## src/rtl/i2c_pkg.sv

```systemverilog
`default_nettype none

package i2c_pkg;

  // Bits in one byte on the bus.
  localparam int byte_w = 8;

  // R/W bit value that selects a read from the slave.
  localparam logic rw_read = 1'b1;

  // Slave engine states.
  typedef enum logic [2:0] {
    st_idle,
    st_addr,
    st_addr_ack,
    st_rx_byte,
    st_rx_ack,
    st_tx_byte,
    st_tx_ack,
    st_skip
  } slave_state_e;

  // Conditioned bus events, all pulses are one clk cycle wide.
  typedef struct packed {
    logic start;
    logic stop;
    logic scl_rise;
    logic scl_fall;
    logic sda;
  } line_evt_t;

endpackage

`default_nettype wire

```

## src/rtl/i2c_line_cond.sv

```systemverilog
`timescale 1ns/10ps
`default_nettype none

module i2c_line_cond (
  input  logic               clk,
  input  logic               rst,
  input  logic               scl_i,
  input  logic               sda_i,
  output i2c_pkg::line_evt_t evt_o
);

  logic scl_s1;
  logic scl_s2;
  logic scl_d;
  logic sda_s1;
  logic sda_s2;
  logic sda_d;

  logic scl_rise_c;
  logic scl_fall_c;
  logic start_c;
  logic stop_c;

  logic start_q;
  logic stop_q;
  logic scl_rise_q;
  logic scl_fall_q;

  // Two synchronizer stages plus one stage of history.
  // Idle bus is high, so that is the reset level.
  always_ff @(posedge clk) begin
    if (!rst) begin
      scl_s1 <= 1'b1;
      scl_s2 <= 1'b1;
      scl_d  <= 1'b1;
      sda_s1 <= 1'b1;
      sda_s2 <= 1'b1;
      sda_d  <= 1'b1;
    end else begin
      scl_s1 <= scl_i;
      scl_s2 <= scl_s1;
      scl_d  <= scl_s2;
      sda_s1 <= sda_i;
      sda_s2 <= sda_s1;
      sda_d  <= sda_s2;
    end
  end

  assign scl_rise_c = scl_s2 & ~scl_d;
  assign scl_fall_c = ~scl_s2 & scl_d;

  // SDA moving while SCL stays high marks START or STOP.
  assign start_c = scl_s2 & scl_d & sda_d & ~sda_s2;
  assign stop_c  = scl_s2 & scl_d & ~sda_d & sda_s2;

  always_ff @(posedge clk) begin
    if (!rst) begin
      start_q    <= 1'b0;
      stop_q     <= 1'b0;
      scl_rise_q <= 1'b0;
      scl_fall_q <= 1'b0;
    end else begin
      start_q    <= start_c;
      stop_q     <= stop_c;
      scl_rise_q <= scl_rise_c;
      scl_fall_q <= scl_fall_c;
    end
  end

  assign evt_o = '{start: start_q, stop: stop_q, scl_rise: scl_rise_q,
                   scl_fall: scl_fall_q, sda: sda_s2};

endmodule

`default_nettype wire

```

## src/rtl/i2c_slave_engine.sv

```systemverilog
`timescale 1ns/10ps
`default_nettype none

module i2c_slave_engine #(
  parameter logic [6:0] DEV_ADDR = 7'h25
) (
  input  logic                       clk,
  input  logic                       rst,
  input  i2c_pkg::line_evt_t         evt_i,
  input  logic [i2c_pkg::byte_w-1:0] tx_byte_i,
  output logic [i2c_pkg::byte_w-1:0] rx_byte_o,
  output logic                       rx_valid_o,
  output logic                       tx_take_o,
  output logic                       sess_start_o,
  output logic                       sda_oe_o
);

  localparam int CNT_W = $clog2(i2c_pkg::byte_w + 1);
  localparam logic [CNT_W-1:0] BIT_LAST = CNT_W'(i2c_pkg::byte_w);

  i2c_pkg::slave_state_e state;

  logic [CNT_W-1:0]          bit_cnt;
  logic [i2c_pkg::byte_w-1:0] shreg;
  logic                       rw_q;

  logic byte_done;
  logic addr_hit;
  logic tx_begin;
  logic rx_shift;
  logic tx_shift;

  assign byte_done = (bit_cnt == BIT_LAST);
  assign addr_hit  = (shreg[i2c_pkg::byte_w-1:1] == DEV_ADDR);

  // A send byte starts on the falling SCL after our address ACK (read)
  // or after the master has acknowledged the previous byte.
  assign tx_begin = evt_i.scl_fall &&
                    (((state == i2c_pkg::st_addr_ack) && (rw_q == i2c_pkg::rw_read)) ||
                     (state == i2c_pkg::st_tx_ack));

  assign rx_shift = evt_i.scl_rise &&
                    ((state == i2c_pkg::st_addr) || (state == i2c_pkg::st_rx_byte));
  assign tx_shift = evt_i.scl_rise && (state == i2c_pkg::st_tx_byte);

  // Data path.
  always_ff @(posedge clk) begin
    if (rx_shift) begin
      shreg <= {shreg[i2c_pkg::byte_w-2:0], evt_i.sda};
    end else if (tx_shift) begin
      shreg <= {shreg[i2c_pkg::byte_w-2:0], 1'b0};
    end else if (tx_begin) begin
      shreg <= tx_byte_i;
    end

    if (evt_i.scl_fall && byte_done && (state == i2c_pkg::st_rx_byte)) begin
      rx_byte_o <= shreg;
    end
  end

  // Control FSM.
  always_ff @(posedge clk) begin
    if (!rst) begin
      state        <= i2c_pkg::st_idle;
      bit_cnt      <= '0;
      rw_q         <= 1'b0;
      sda_oe_o     <= 1'b0;
      rx_valid_o   <= 1'b0;
      tx_take_o    <= 1'b0;
      sess_start_o <= 1'b0;
    end else begin
      rx_valid_o   <= 1'b0;
      tx_take_o    <= 1'b0;
      sess_start_o <= 1'b0;

      if (evt_i.start) begin
        // Repeated START just opens a new address phase.
        state    <= i2c_pkg::st_addr;
        bit_cnt  <= '0;
        sda_oe_o <= 1'b0;
      end else if (evt_i.stop) begin
        state    <= i2c_pkg::st_idle;
        bit_cnt  <= '0;
        sda_oe_o <= 1'b0;
      end else begin
        case (state)
          i2c_pkg::st_addr: begin
            if (evt_i.scl_rise) begin
              bit_cnt <= bit_cnt + 1'b1;
            end else if (evt_i.scl_fall && byte_done) begin
              bit_cnt <= '0;
              if (addr_hit) begin
                rw_q         <= shreg[0];
                sda_oe_o     <= 1'b1;
                sess_start_o <= 1'b1;
                state        <= i2c_pkg::st_addr_ack;
              end else begin
                // Foreign address, stay off the bus until next START.
                state <= i2c_pkg::st_skip;
              end
            end
          end

          i2c_pkg::st_addr_ack: begin
            if (tx_begin) begin
              sda_oe_o  <= ~tx_byte_i[i2c_pkg::byte_w-1];
              tx_take_o <= 1'b1;
              state     <= i2c_pkg::st_tx_byte;
            end else if (evt_i.scl_fall) begin
              sda_oe_o <= 1'b0;
              state    <= i2c_pkg::st_rx_byte;
            end
          end

          i2c_pkg::st_rx_byte: begin
            if (evt_i.scl_rise) begin
              bit_cnt <= bit_cnt + 1'b1;
            end else if (evt_i.scl_fall && byte_done) begin
              bit_cnt    <= '0;
              sda_oe_o   <= 1'b1;
              rx_valid_o <= 1'b1;
              state      <= i2c_pkg::st_rx_ack;
            end
          end

          i2c_pkg::st_rx_ack: begin
            if (evt_i.scl_fall) begin
              sda_oe_o <= 1'b0;
              state    <= i2c_pkg::st_rx_byte;
            end
          end

          i2c_pkg::st_tx_byte: begin
            if (evt_i.scl_rise) begin
              bit_cnt <= bit_cnt + 1'b1;
            end else if (evt_i.scl_fall) begin
              if (byte_done) begin
                // Hand SDA to the master for its ACK.
                bit_cnt  <= '0;
                sda_oe_o <= 1'b0;
                state    <= i2c_pkg::st_tx_ack;
              end else begin
                sda_oe_o <= ~shreg[i2c_pkg::byte_w-1];
              end
            end
          end

          i2c_pkg::st_tx_ack: begin
            if (evt_i.scl_rise && evt_i.sda) begin
              // Master NACK ends the read.
              state <= i2c_pkg::st_skip;
            end else if (tx_begin) begin
              sda_oe_o  <= ~tx_byte_i[i2c_pkg::byte_w-1];
              tx_take_o <= 1'b1;
              state     <= i2c_pkg::st_tx_byte;
            end
          end

          default: begin
            // Idle and skip wait for START or STOP.
          end
        endcase
      end
    end
  end

endmodule

`default_nettype wire

```

## src/rtl/i2c_mailbox.sv

```systemverilog
`timescale 1ns/10ps
`default_nettype none

module i2c_mailbox #(
  parameter int DATA_WIDTH = 32
) (
  input  logic                       clk,
  input  logic                       rst,
  input  logic [i2c_pkg::byte_w-1:0] rx_byte_i,
  input  logic                       rx_valid_i,
  input  logic                       tx_take_i,
  input  logic                       sess_start_i,
  output logic [i2c_pkg::byte_w-1:0] tx_byte_o,
  input  logic [DATA_WIDTH-1:0]      word_i,
  input  logic                       word_load_i,
  output logic [DATA_WIDTH-1:0]      word_o,
  output logic                       word_valid_o
);

  localparam int NBYTES = DATA_WIDTH / i2c_pkg::byte_w;
  localparam int IDX_W  = (NBYTES > 1) ? $clog2(NBYTES) : 1;
  localparam logic [IDX_W-1:0] IDX_LAST = IDX_W'(NBYTES - 1);

  logic [DATA_WIDTH-1:0] asm_q;
  logic [DATA_WIDTH-1:0] asm_next;
  logic [DATA_WIDTH-1:0] rd_word_q;
  logic [IDX_W-1:0]      rx_cnt;
  logic [IDX_W-1:0]      tx_idx;
  logic [IDX_W-1:0]      tx_sel;
  logic                  word_done;

  // Bytes arrive MSB first, so each new one goes in at the bottom.
  assign asm_next  = (asm_q << i2c_pkg::byte_w) | DATA_WIDTH'(rx_byte_i);
  assign word_done = rx_valid_i && (rx_cnt == IDX_LAST);

  always_ff @(posedge clk) begin
    if (!rst) begin
      rx_cnt       <= '0;
      tx_idx       <= '0;
      word_valid_o <= 1'b0;
    end else begin
      word_valid_o <= 1'b0;
      if (sess_start_i) begin
        rx_cnt <= '0;
        tx_idx <= '0;
      end else begin
        if (rx_valid_i) begin
          if (word_done) begin
            rx_cnt       <= '0;
            word_valid_o <= 1'b1;
          end else begin
            rx_cnt <= rx_cnt + 1'b1;
          end
        end
        if (tx_take_i) begin
          tx_idx <= (tx_idx == IDX_LAST) ? '0 : tx_idx + 1'b1;
        end
      end
    end
  end

  always_ff @(posedge clk) begin
    if (rx_valid_i) begin
      asm_q <= asm_next;
    end
    if (word_done) begin
      word_o <= asm_next;
    end
    if (word_load_i) begin
      rd_word_q <= word_i;
    end
  end

  // Index 0 is the most significant byte.
  assign tx_sel    = IDX_LAST - tx_idx;
  assign tx_byte_o = rd_word_q[tx_sel*i2c_pkg::byte_w +: i2c_pkg::byte_w];

endmodule

`default_nettype wire

```

## src/rtl/i2c_slave_top.sv

```systemverilog
`timescale 1ns/10ps
`default_nettype none

module i2c_slave_top #(
  parameter logic [6:0] DEV_ADDR   = 7'h25,
  parameter int         DATA_WIDTH = 32
) (
  input  logic                  clk,
  input  logic                  rst,
  input  logic                  scl_i,
  input  logic                  sda_i,
  output logic                  sda_oe_o,
  output logic [DATA_WIDTH-1:0] word_o,
  output logic                  word_valid_o,
  input  logic [DATA_WIDTH-1:0] word_i,
  input  logic                  word_load_i
);

  i2c_pkg::line_evt_t         evt;
  logic [i2c_pkg::byte_w-1:0] rx_byte;
  logic [i2c_pkg::byte_w-1:0] tx_byte;
  logic                       rx_valid;
  logic                       tx_take;
  logic                       sess_start;

  i2c_line_cond line_cond_i (
    .clk   (clk),
    .rst   (rst),
    .scl_i (scl_i),
    .sda_i (sda_i),
    .evt_o (evt)
  );

  i2c_slave_engine #(
    .DEV_ADDR (DEV_ADDR)
  ) engine_i (
    .clk          (clk),
    .rst          (rst),
    .evt_i        (evt),
    .tx_byte_i    (tx_byte),
    .rx_byte_o    (rx_byte),
    .rx_valid_o   (rx_valid),
    .tx_take_o    (tx_take),
    .sess_start_o (sess_start),
    .sda_oe_o     (sda_oe_o)
  );

  i2c_mailbox #(
    .DATA_WIDTH (DATA_WIDTH)
  ) mailbox_i (
    .clk          (clk),
    .rst          (rst),
    .rx_byte_i    (rx_byte),
    .rx_valid_i   (rx_valid),
    .tx_take_i    (tx_take),
    .sess_start_i (sess_start),
    .tx_byte_o    (tx_byte),
    .word_i       (word_i),
    .word_load_i  (word_load_i),
    .word_o       (word_o),
    .word_valid_o (word_valid_o)
  );

endmodule

`default_nettype wire

```

## config.mk

```make
export PLATFORM = sky130hd
export DESIGN_NAME = i2c_slave_top
export DESIGN_NICKNAME = d
export VERILOG_FILES = /design/src/rtl/i2c_pkg.sv /design/src/rtl/i2c_line_cond.sv /design/src/rtl/i2c_slave_engine.sv /design/src/rtl/i2c_mailbox.sv /design/src/rtl/i2c_slave_top.sv
export SDC_FILE = /design/constraint.sdc
export NUM_CORES = 1
export LEC_CHECK = 0
export ABC_AREA = 0
export BUFFER_PORTS_ARGS = -buffer_cell sky130_fd_sc_hd__buf_2
export CAP_MARGIN = 25
export CELL_PAD_IN_SITES_DETAIL_PLACEMENT = 1
export CELL_PAD_IN_SITES_GLOBAL_PLACEMENT = 1
export CORE_UTILIZATION = 35
export CTS_BUF_LIST = sky130_fd_sc_hd__clkbuf_4 sky130_fd_sc_hd__clkbuf_8 sky130_fd_sc_hd__clkbuf_16
export CTS_CLUSTER_SIZE = 40
export DETAILED_ROUTE_END_ITERATION = 12
export PLACE_DENSITY = 0.67
export SYNTH_ARGS = -nofsm -noshare
export SYNTH_HDL_FRONTEND = slang
export SYNTH_HIERARCHICAL = 1
export SYNTH_SLANG_ARGS = --single-unit
```

## constraint.sdc

```tcl
create_clock -name clk -period 2.54 [get_ports clk]
set_input_delay 0.381 -clock clk [delete_from_list [all_inputs] [get_ports clk]]
set_output_delay 0.381 -clock clk [all_outputs]
set_load 0.01 [all_outputs]
```

* Word level (Yosys, flattened, before mapping) *
Index checks and enable logic that the tools add are counted.

cells by class
  multiplexer cells = 45
  bitwise operators = 22
  reductions and logical operators = 25
  shift-type cells = 1
  eq/ne operators = 32
  $add $sub $neg = 4

operator list
  operator              count
  $mux W3               12
  $or A32 B8 Y32        1
  $shiftx A32 B6 Y8     1
  $mux W8               3
  $mux W4               5
  $ne A4 B4 Y1 const B  5
  $mux W1               19
  $pmux W3 S6           1
  $reduce_and A9 Y1     2
  $not A1 Y1            14
  $ne A2 B2 Y1 const B  6
  $reduce_and A10 Y1    1
  $eq A3 B3 Y1 const B  3
  $logic_and A1 B1 Y1   8
  $ne A2 B1 Y1 const B  4
  $ne A4 B3 Y1 const B  2
  $pmux W4 S2           1
  $reduce_bool A8 Y1    1
  $and A1 B1 Y1         7
  $eq A7 B6 Y1 const B  1
  $eq A3 B2 Y1 const B  2
  $ne A3 B2 Y1 const B  2
  $pmux W1 S6           1
  $reduce_and A6 Y1     1
  20 further kinds      26

word-level totals
  word-level logic and storage cells = 155
  register bits = 131
  input bits = 37
  output and inout bits = 34

* Depth between registers and ports, before layout *
  depth in word-level cells = 9
  gate-level depth with buffers = 7
  mapped depth without buffers = 7

* By module *
The synthesis kept the hierarchy.

modules (own cells, without submodules)
  module            seq. area each (µm²)  cells an instance  instances  area an instance (µm²)
  i2c_mailbox       2742.6                119                1          3054.2
  i2c_slave_engine  720.7                 133                1          1428.9
  i2c_line_cond     200.2                 28                 1          332.8

* Worst setup path before layout *
No wires, ideal clock.

  kind = register to register
  start point = register engine_i.rx_valid_o
  end point = register mailbox_i.word_o[0], enable pin
  buffers on the path = 0
  setup slack = 0.463 ns
  setup time = 0.387 ns
  required time = 2.153 ns
  cell stages (with the launch flop) = 3
  arrival = 1.690 ns
  period minus slack after synthesis = 2.077 ns
  cell sequence = dfxtp_1 > nand2_1 > inv_1

between the ends
  longest elaborated chain between the ends = 1

RTL lines
  what                     line                     text
  start, declared          i2c_slave_engine.sv:12   output logic rx_valid_o,
  start signal, assigned   i2c_slave_engine.sv:68   rx_valid_o <= 1'b0;
  start signal, assigned   i2c_slave_engine.sv:72   rx_valid_o <= 1'b0;
  start signal, assigned   i2c_slave_engine.sv:121  rx_valid_o <= 1'b1;
  $logic_and A1 B1 Y1      i2c_mailbox.sv:34        assign word_done = rx_valid_i && (rx_cnt == IDX_LAST);
  via mailbox_i.word_done  i2c_mailbox.sv:30        logic word_done;
  end signal, assigned     i2c_mailbox.sv:67        word_o <= asm_next;
  end, declared            i2c_mailbox.sv:16        output logic [DATA_WIDTH-1:0] word_o,

The timed path passes the listed nets, and every way through them passes these cells.
A chain may end at the register's enable or synchronous reset.

* Worst setup path in the final report *
  start point = register mailbox_i.tx_idx[0]
  end point = register engine_i.sda_oe_o

between the ends
  longest elaborated chain between the ends = 6
  elaborated cells between the ends (all ways) = 7
  those cells by class = 1 x add/sub; 1 x shift; 4 x mux; 1 x bitwise

RTL lines
  what                    line                                              text
  start, declared         i2c_mailbox.sv:28                                 logic [IDX_W-1:0] tx_idx;
  start signal, assigned  i2c_mailbox.sv:56                                 tx_idx <= (tx_idx == IDX_LAST) ? '0 : tx_idx + 1'b1;
  $sub A2 B2 Y2 *         i2c_mailbox.sv:75                                 assign tx_sel = IDX_LAST - tx_idx;
  $shiftx A32 B6 Y8 *     i2c_mailbox.sv:76                                 assign tx_byte_o = rd_word_q[tx_sel*i2c_pkg::byte_w +: i2c_pkg::byte_w];
  via tx_byte (one bit)   i2c_slave_top.sv:21                               logic [i2c_pkg::byte_w-1:0] tx_byte;
  $not A1 Y1 *            i2c_slave_engine.sv:106, i2c_slave_engine.sv:153
  $mux W1                 i2c_slave_engine.sv:152                           end else if (tx_begin) begin
  $mux W1                 i2c_slave_engine.sv:149                           if (evt_i.scl_rise && evt_i.sda) begin
  $pmux W1 S6 *           i2c_slave_engine.sv:86                            case (state)
  end signal, assigned    i2c_slave_engine.sv:106                           sda_oe_o <= ~tx_byte_i[i2c_pkg::byte_w-1];
  end signal, assigned    i2c_slave_engine.sv:143                           sda_oe_o <= ~shreg[i2c_pkg::byte_w-1];
  end signal, assigned    i2c_slave_engine.sv:153                           sda_oe_o <= ~tx_byte_i[i2c_pkg::byte_w-1];
  end, declared           i2c_slave_engine.sv:15                            output logic sda_oe_o

Mark *: on every way through the listed nets, which the timed path passes. The rest lies on a longest branch. The select of a mux whose other input is x is not followed.

==> impl_metrics.toml <==
[clock_network]
cts_setup_buffers = 0
cts_made_buffers = 17
h-tree-depth = 4
clock_path_buffers = 2
clk_pin_slew_ns = 0.06
root_buffer = "clkbuf_16"
cts_tree = "built"
hold_buffers = 0
worstSkewPairLatency_ns = 0.41
cts_resized = 0
cts_sinks = 131

[critical_path]
cp.arrival_ns = 2.37
path_cells = "mux4_2 -> o22ai_1 -> a41oi_1 -> and4_1 -> nor3_1"
critPathMaxFanout = 11
required_ns = 2.88
cpPeakStageDelay_ns = 0.71
rr_endpoint = "engine_i/sda_oe_o"
end_kind = "flop"
startpoint_type = "flop"
slowest_stage = "dfxtp_1"
worstSetupPathType = "flop to flop"
ff2ff_setup_slack_ns = 0.51
r2r-start = "mailbox_i/tx_idx[0]"
rr_worst_depth = 5

[timing]
tightest_slew_ns = 0.672
fin_crit_ns = 2.03
final.setup.tns_ns = 0
whs_ns = 0.141
rsz0062_at_grt = "no"
finalSetupViolCount = 0
fmax_mhz = 493
slew_viol_final = 0
hold_viol_final = 0
finalCritPeriodShare = 0.798
slew_headroom = 0.552
finClkSkew_ns = 0.0120

[floorplanning]
dieWidth_um = 119
num_rows = 42
core-area_mm2 = 0.0133
die_area_mm2 = 0.0142
ioPinCount = 71
start_util = 0.361
die_h_um = 119

[layout]
area_growth_pct = 22.4
n_antenna_cell = 0
fin_nets = 402
final_layout_size_suffix_gt1_frac = 0.348

[synth]
seq_area_frac_synth = 0.761
synth_edf_count = 104
avgSynthCellArea_um2 = 17.2
ys_types = 52
synth_area_leader_cell = "edfxtp_1"
synth_nets = 321
synth_seq_cells = 131
synthArstFlopShare = 0
netlist_instances = 280
synth_warnings = 6
synth_top_area_share = 0.648
ys.flop_type = "edfxtp_1"
synth_area_leaders = "edfxtp_1 (65%), dfxtp_1 (11%), mux4_2 (3.7%), mux2_2 (1.6%), nand2_1 (1.2%)"
synth.cell_area_mm2 = 0.00482

[pwr]
p_int_uw = 4020
vdd_drop_max_uv = 599
power_frac_clock = 0.443
power.density_mw_per_mm2 = 885
switching_share = 0.230
p_leak_uw = 0.00209
combPwrFrac = 0.087
p_seq_frac = 0.470
p_switching_uw = 1200
finalPower_uw = 5210

[drt]
num_vias = 2600
drc = 0
drt_iter0_markers = 127
first_pass_iters = 5
wl_mm = 8.53
via_per_inst = 4.73
drtAntennaViolNets = 0
wire_per_inst_um = 15.5

[flow_run]
drv_cap = 0

[global_routing]
grt_use_total = 0.130
antenna_found_initial = 0
grt_pass1_wl_mm = 13.5
grt_max_degree = 33
grt_pass1_vias = 2715
grt-ovfl-total = 0

[placement]
io_buffers = 70
gp_congestion = 0.836
dp_hpwl_mm = 5.74

[min_path]
hold_depth = 2
hp-start = "sda_i"
worstHoldEndpoint = "line_cond_i/sda_s1"
hold_class = "primary input to flop"

[outcome]
status = "finished clean"
-- area by class of cell --
type / count / area [um2]
multi-input combinational: 128 / 1010
fill: 1346 / 7450
clock buffer: 18 / 433
tap: 176 / 220
timing repair buffer: 76 / 395
clock inverter: 14 / 139
sequential: 131 / 3660
inverter: 7 / 31.3
-- metal layers --
layer	vias to the layer above	global-route usage	part of all wire
met3	6	0.0584	0.069
met1	1263	0.150	0.43
met5	-	0	0
met4	0	0.0477	0.0080
met2	99	0.211	0.49
li1	1232	-	-
-- sequential cells by signal, indices dropped and copies added (netlist names), 2 cells and up --
signal               flops
mailbox_i/word_o        32
mailbox_i/asm_q         24
engine_i/shreg           8
mailbox_i/rx_cnt         2
engine_i/bit_cnt         4
engine_i/state           3
engine_i/rx_byte_o       8
mailbox_i/rd_word_q     32
mailbox_i/tx_idx         2
-- Yosys cell counts, drive strengths merged (2+ instances only) --
master / instances
nor2b: 2
or3b: 2
nand3: 4
inv: 7
o21ai: 8
a221oi: 2
nor2: 13
nand2: 16
mux4: 8
mux2i: 3
and2: 3
dfxtp: 27
buf: 13
or2b: 7
nand4: 2
nand2b: 5
nor4: 2
a211oi: 6
a21oi: 9
edfxtp: 104
nor3b: 4
ha: 4
mux2: 7
nor3: 3
-- how the worst max path moves through the flow --
| stage | slack (ns) | startpoint | to | cells past startpoint |
|---|---|---|---|---|
| floorplan | 0.46 | engine_i/rx_valid_o | mailbox_i/word_o[0] | 2 |
| global placement | 0.59 | mailbox_i/tx_idx[0] | engine_i/sda_oe_o | 5 |
| detailed placement | 0.48 | mailbox_i/tx_idx[0] | engine_i/sda_oe_o | 5 |
| CTS | 0.47 | mailbox_i/tx_idx[0] | engine_i/sda_oe_o | 5 |
| global route | 0.34 | engine_i/state[2] | engine_i/shreg[4] | 3 |
| finish | 0.51 | mailbox_i/tx_idx[0] | engine_i/sda_oe_o | 5 |
-- cell families after synthesis --
logic type / synth area share
DFF: 0.761
adders and majority gates: 0.0125
xor gates and xnor gates: 0.00182
AOI/OAI and AO/OA: 0.0486
and+or+nand+nor: 0.0873
muxes: 0.0600
buffers and inverters: 0.0291
-- layout by cell type, fill, tap and decap left out, types with 3 or more instances in the layout --
master | Yosys | final
nand2b_1 | 5 | 5
edfxtp_1 | 104 | 104
nor2_1 | 13 | 13
mux2i_1 | 3 | 3
buf_4 | 6 | 6
mux2_2 | 7 | 7
ha_1 | 4 | 4
a21oi_1 | 8 | 8
buf_2 | 3 | 70
dfxtp_1 | 27 | 27
or2b_1 | 7 | 7
clkinv_2 | 0 | 3
inv_1 | 6 | 6
a211oi_1 | 6 | 6
mux4_2 | 8 | 8
clkbuf_16 | 0 | 17
clkinvlp_4 | 0 | 4
nor3_1 | 3 | 3
nand2_1 | 16 | 16
nand3_1 | 3 | 3
o21ai_0 | 7 | 7
-- worst max-delay path: cells and delay by family (launching register included) --
kind,cells,cell delay (ns)
flops,1,0.71
mux,1,0.63
simple gates,2,0.32
compound gates,2,0.29
-- power by group through the flow --
stage	combinational [uW]	clock, uW	sequential (uW)
detailed placement	449	0	2500
CTS	451	2370	2450
global placement	434	0	2490
floorplan	367	0	2460
global route	504	2460	2460
finish	452	2310	2450
-- per-stage QoR --
step | setup slack [ns] | cell area, um2 | util | std cells
floorplan | 0.463 | 4820 | - | 280
global placement | 0.594 | 5320 | 0.399 | 518
detailed placement | 0.480 | 5320 | 0.399 | 518
CTS | 0.470 | 5890 | 0.442 | 550
global route | 0.341 | 5890 | 0.442 | 550
finish | 0.514 | 5890 | 0.442 | 550
Power figures use the tool's default switching activity.
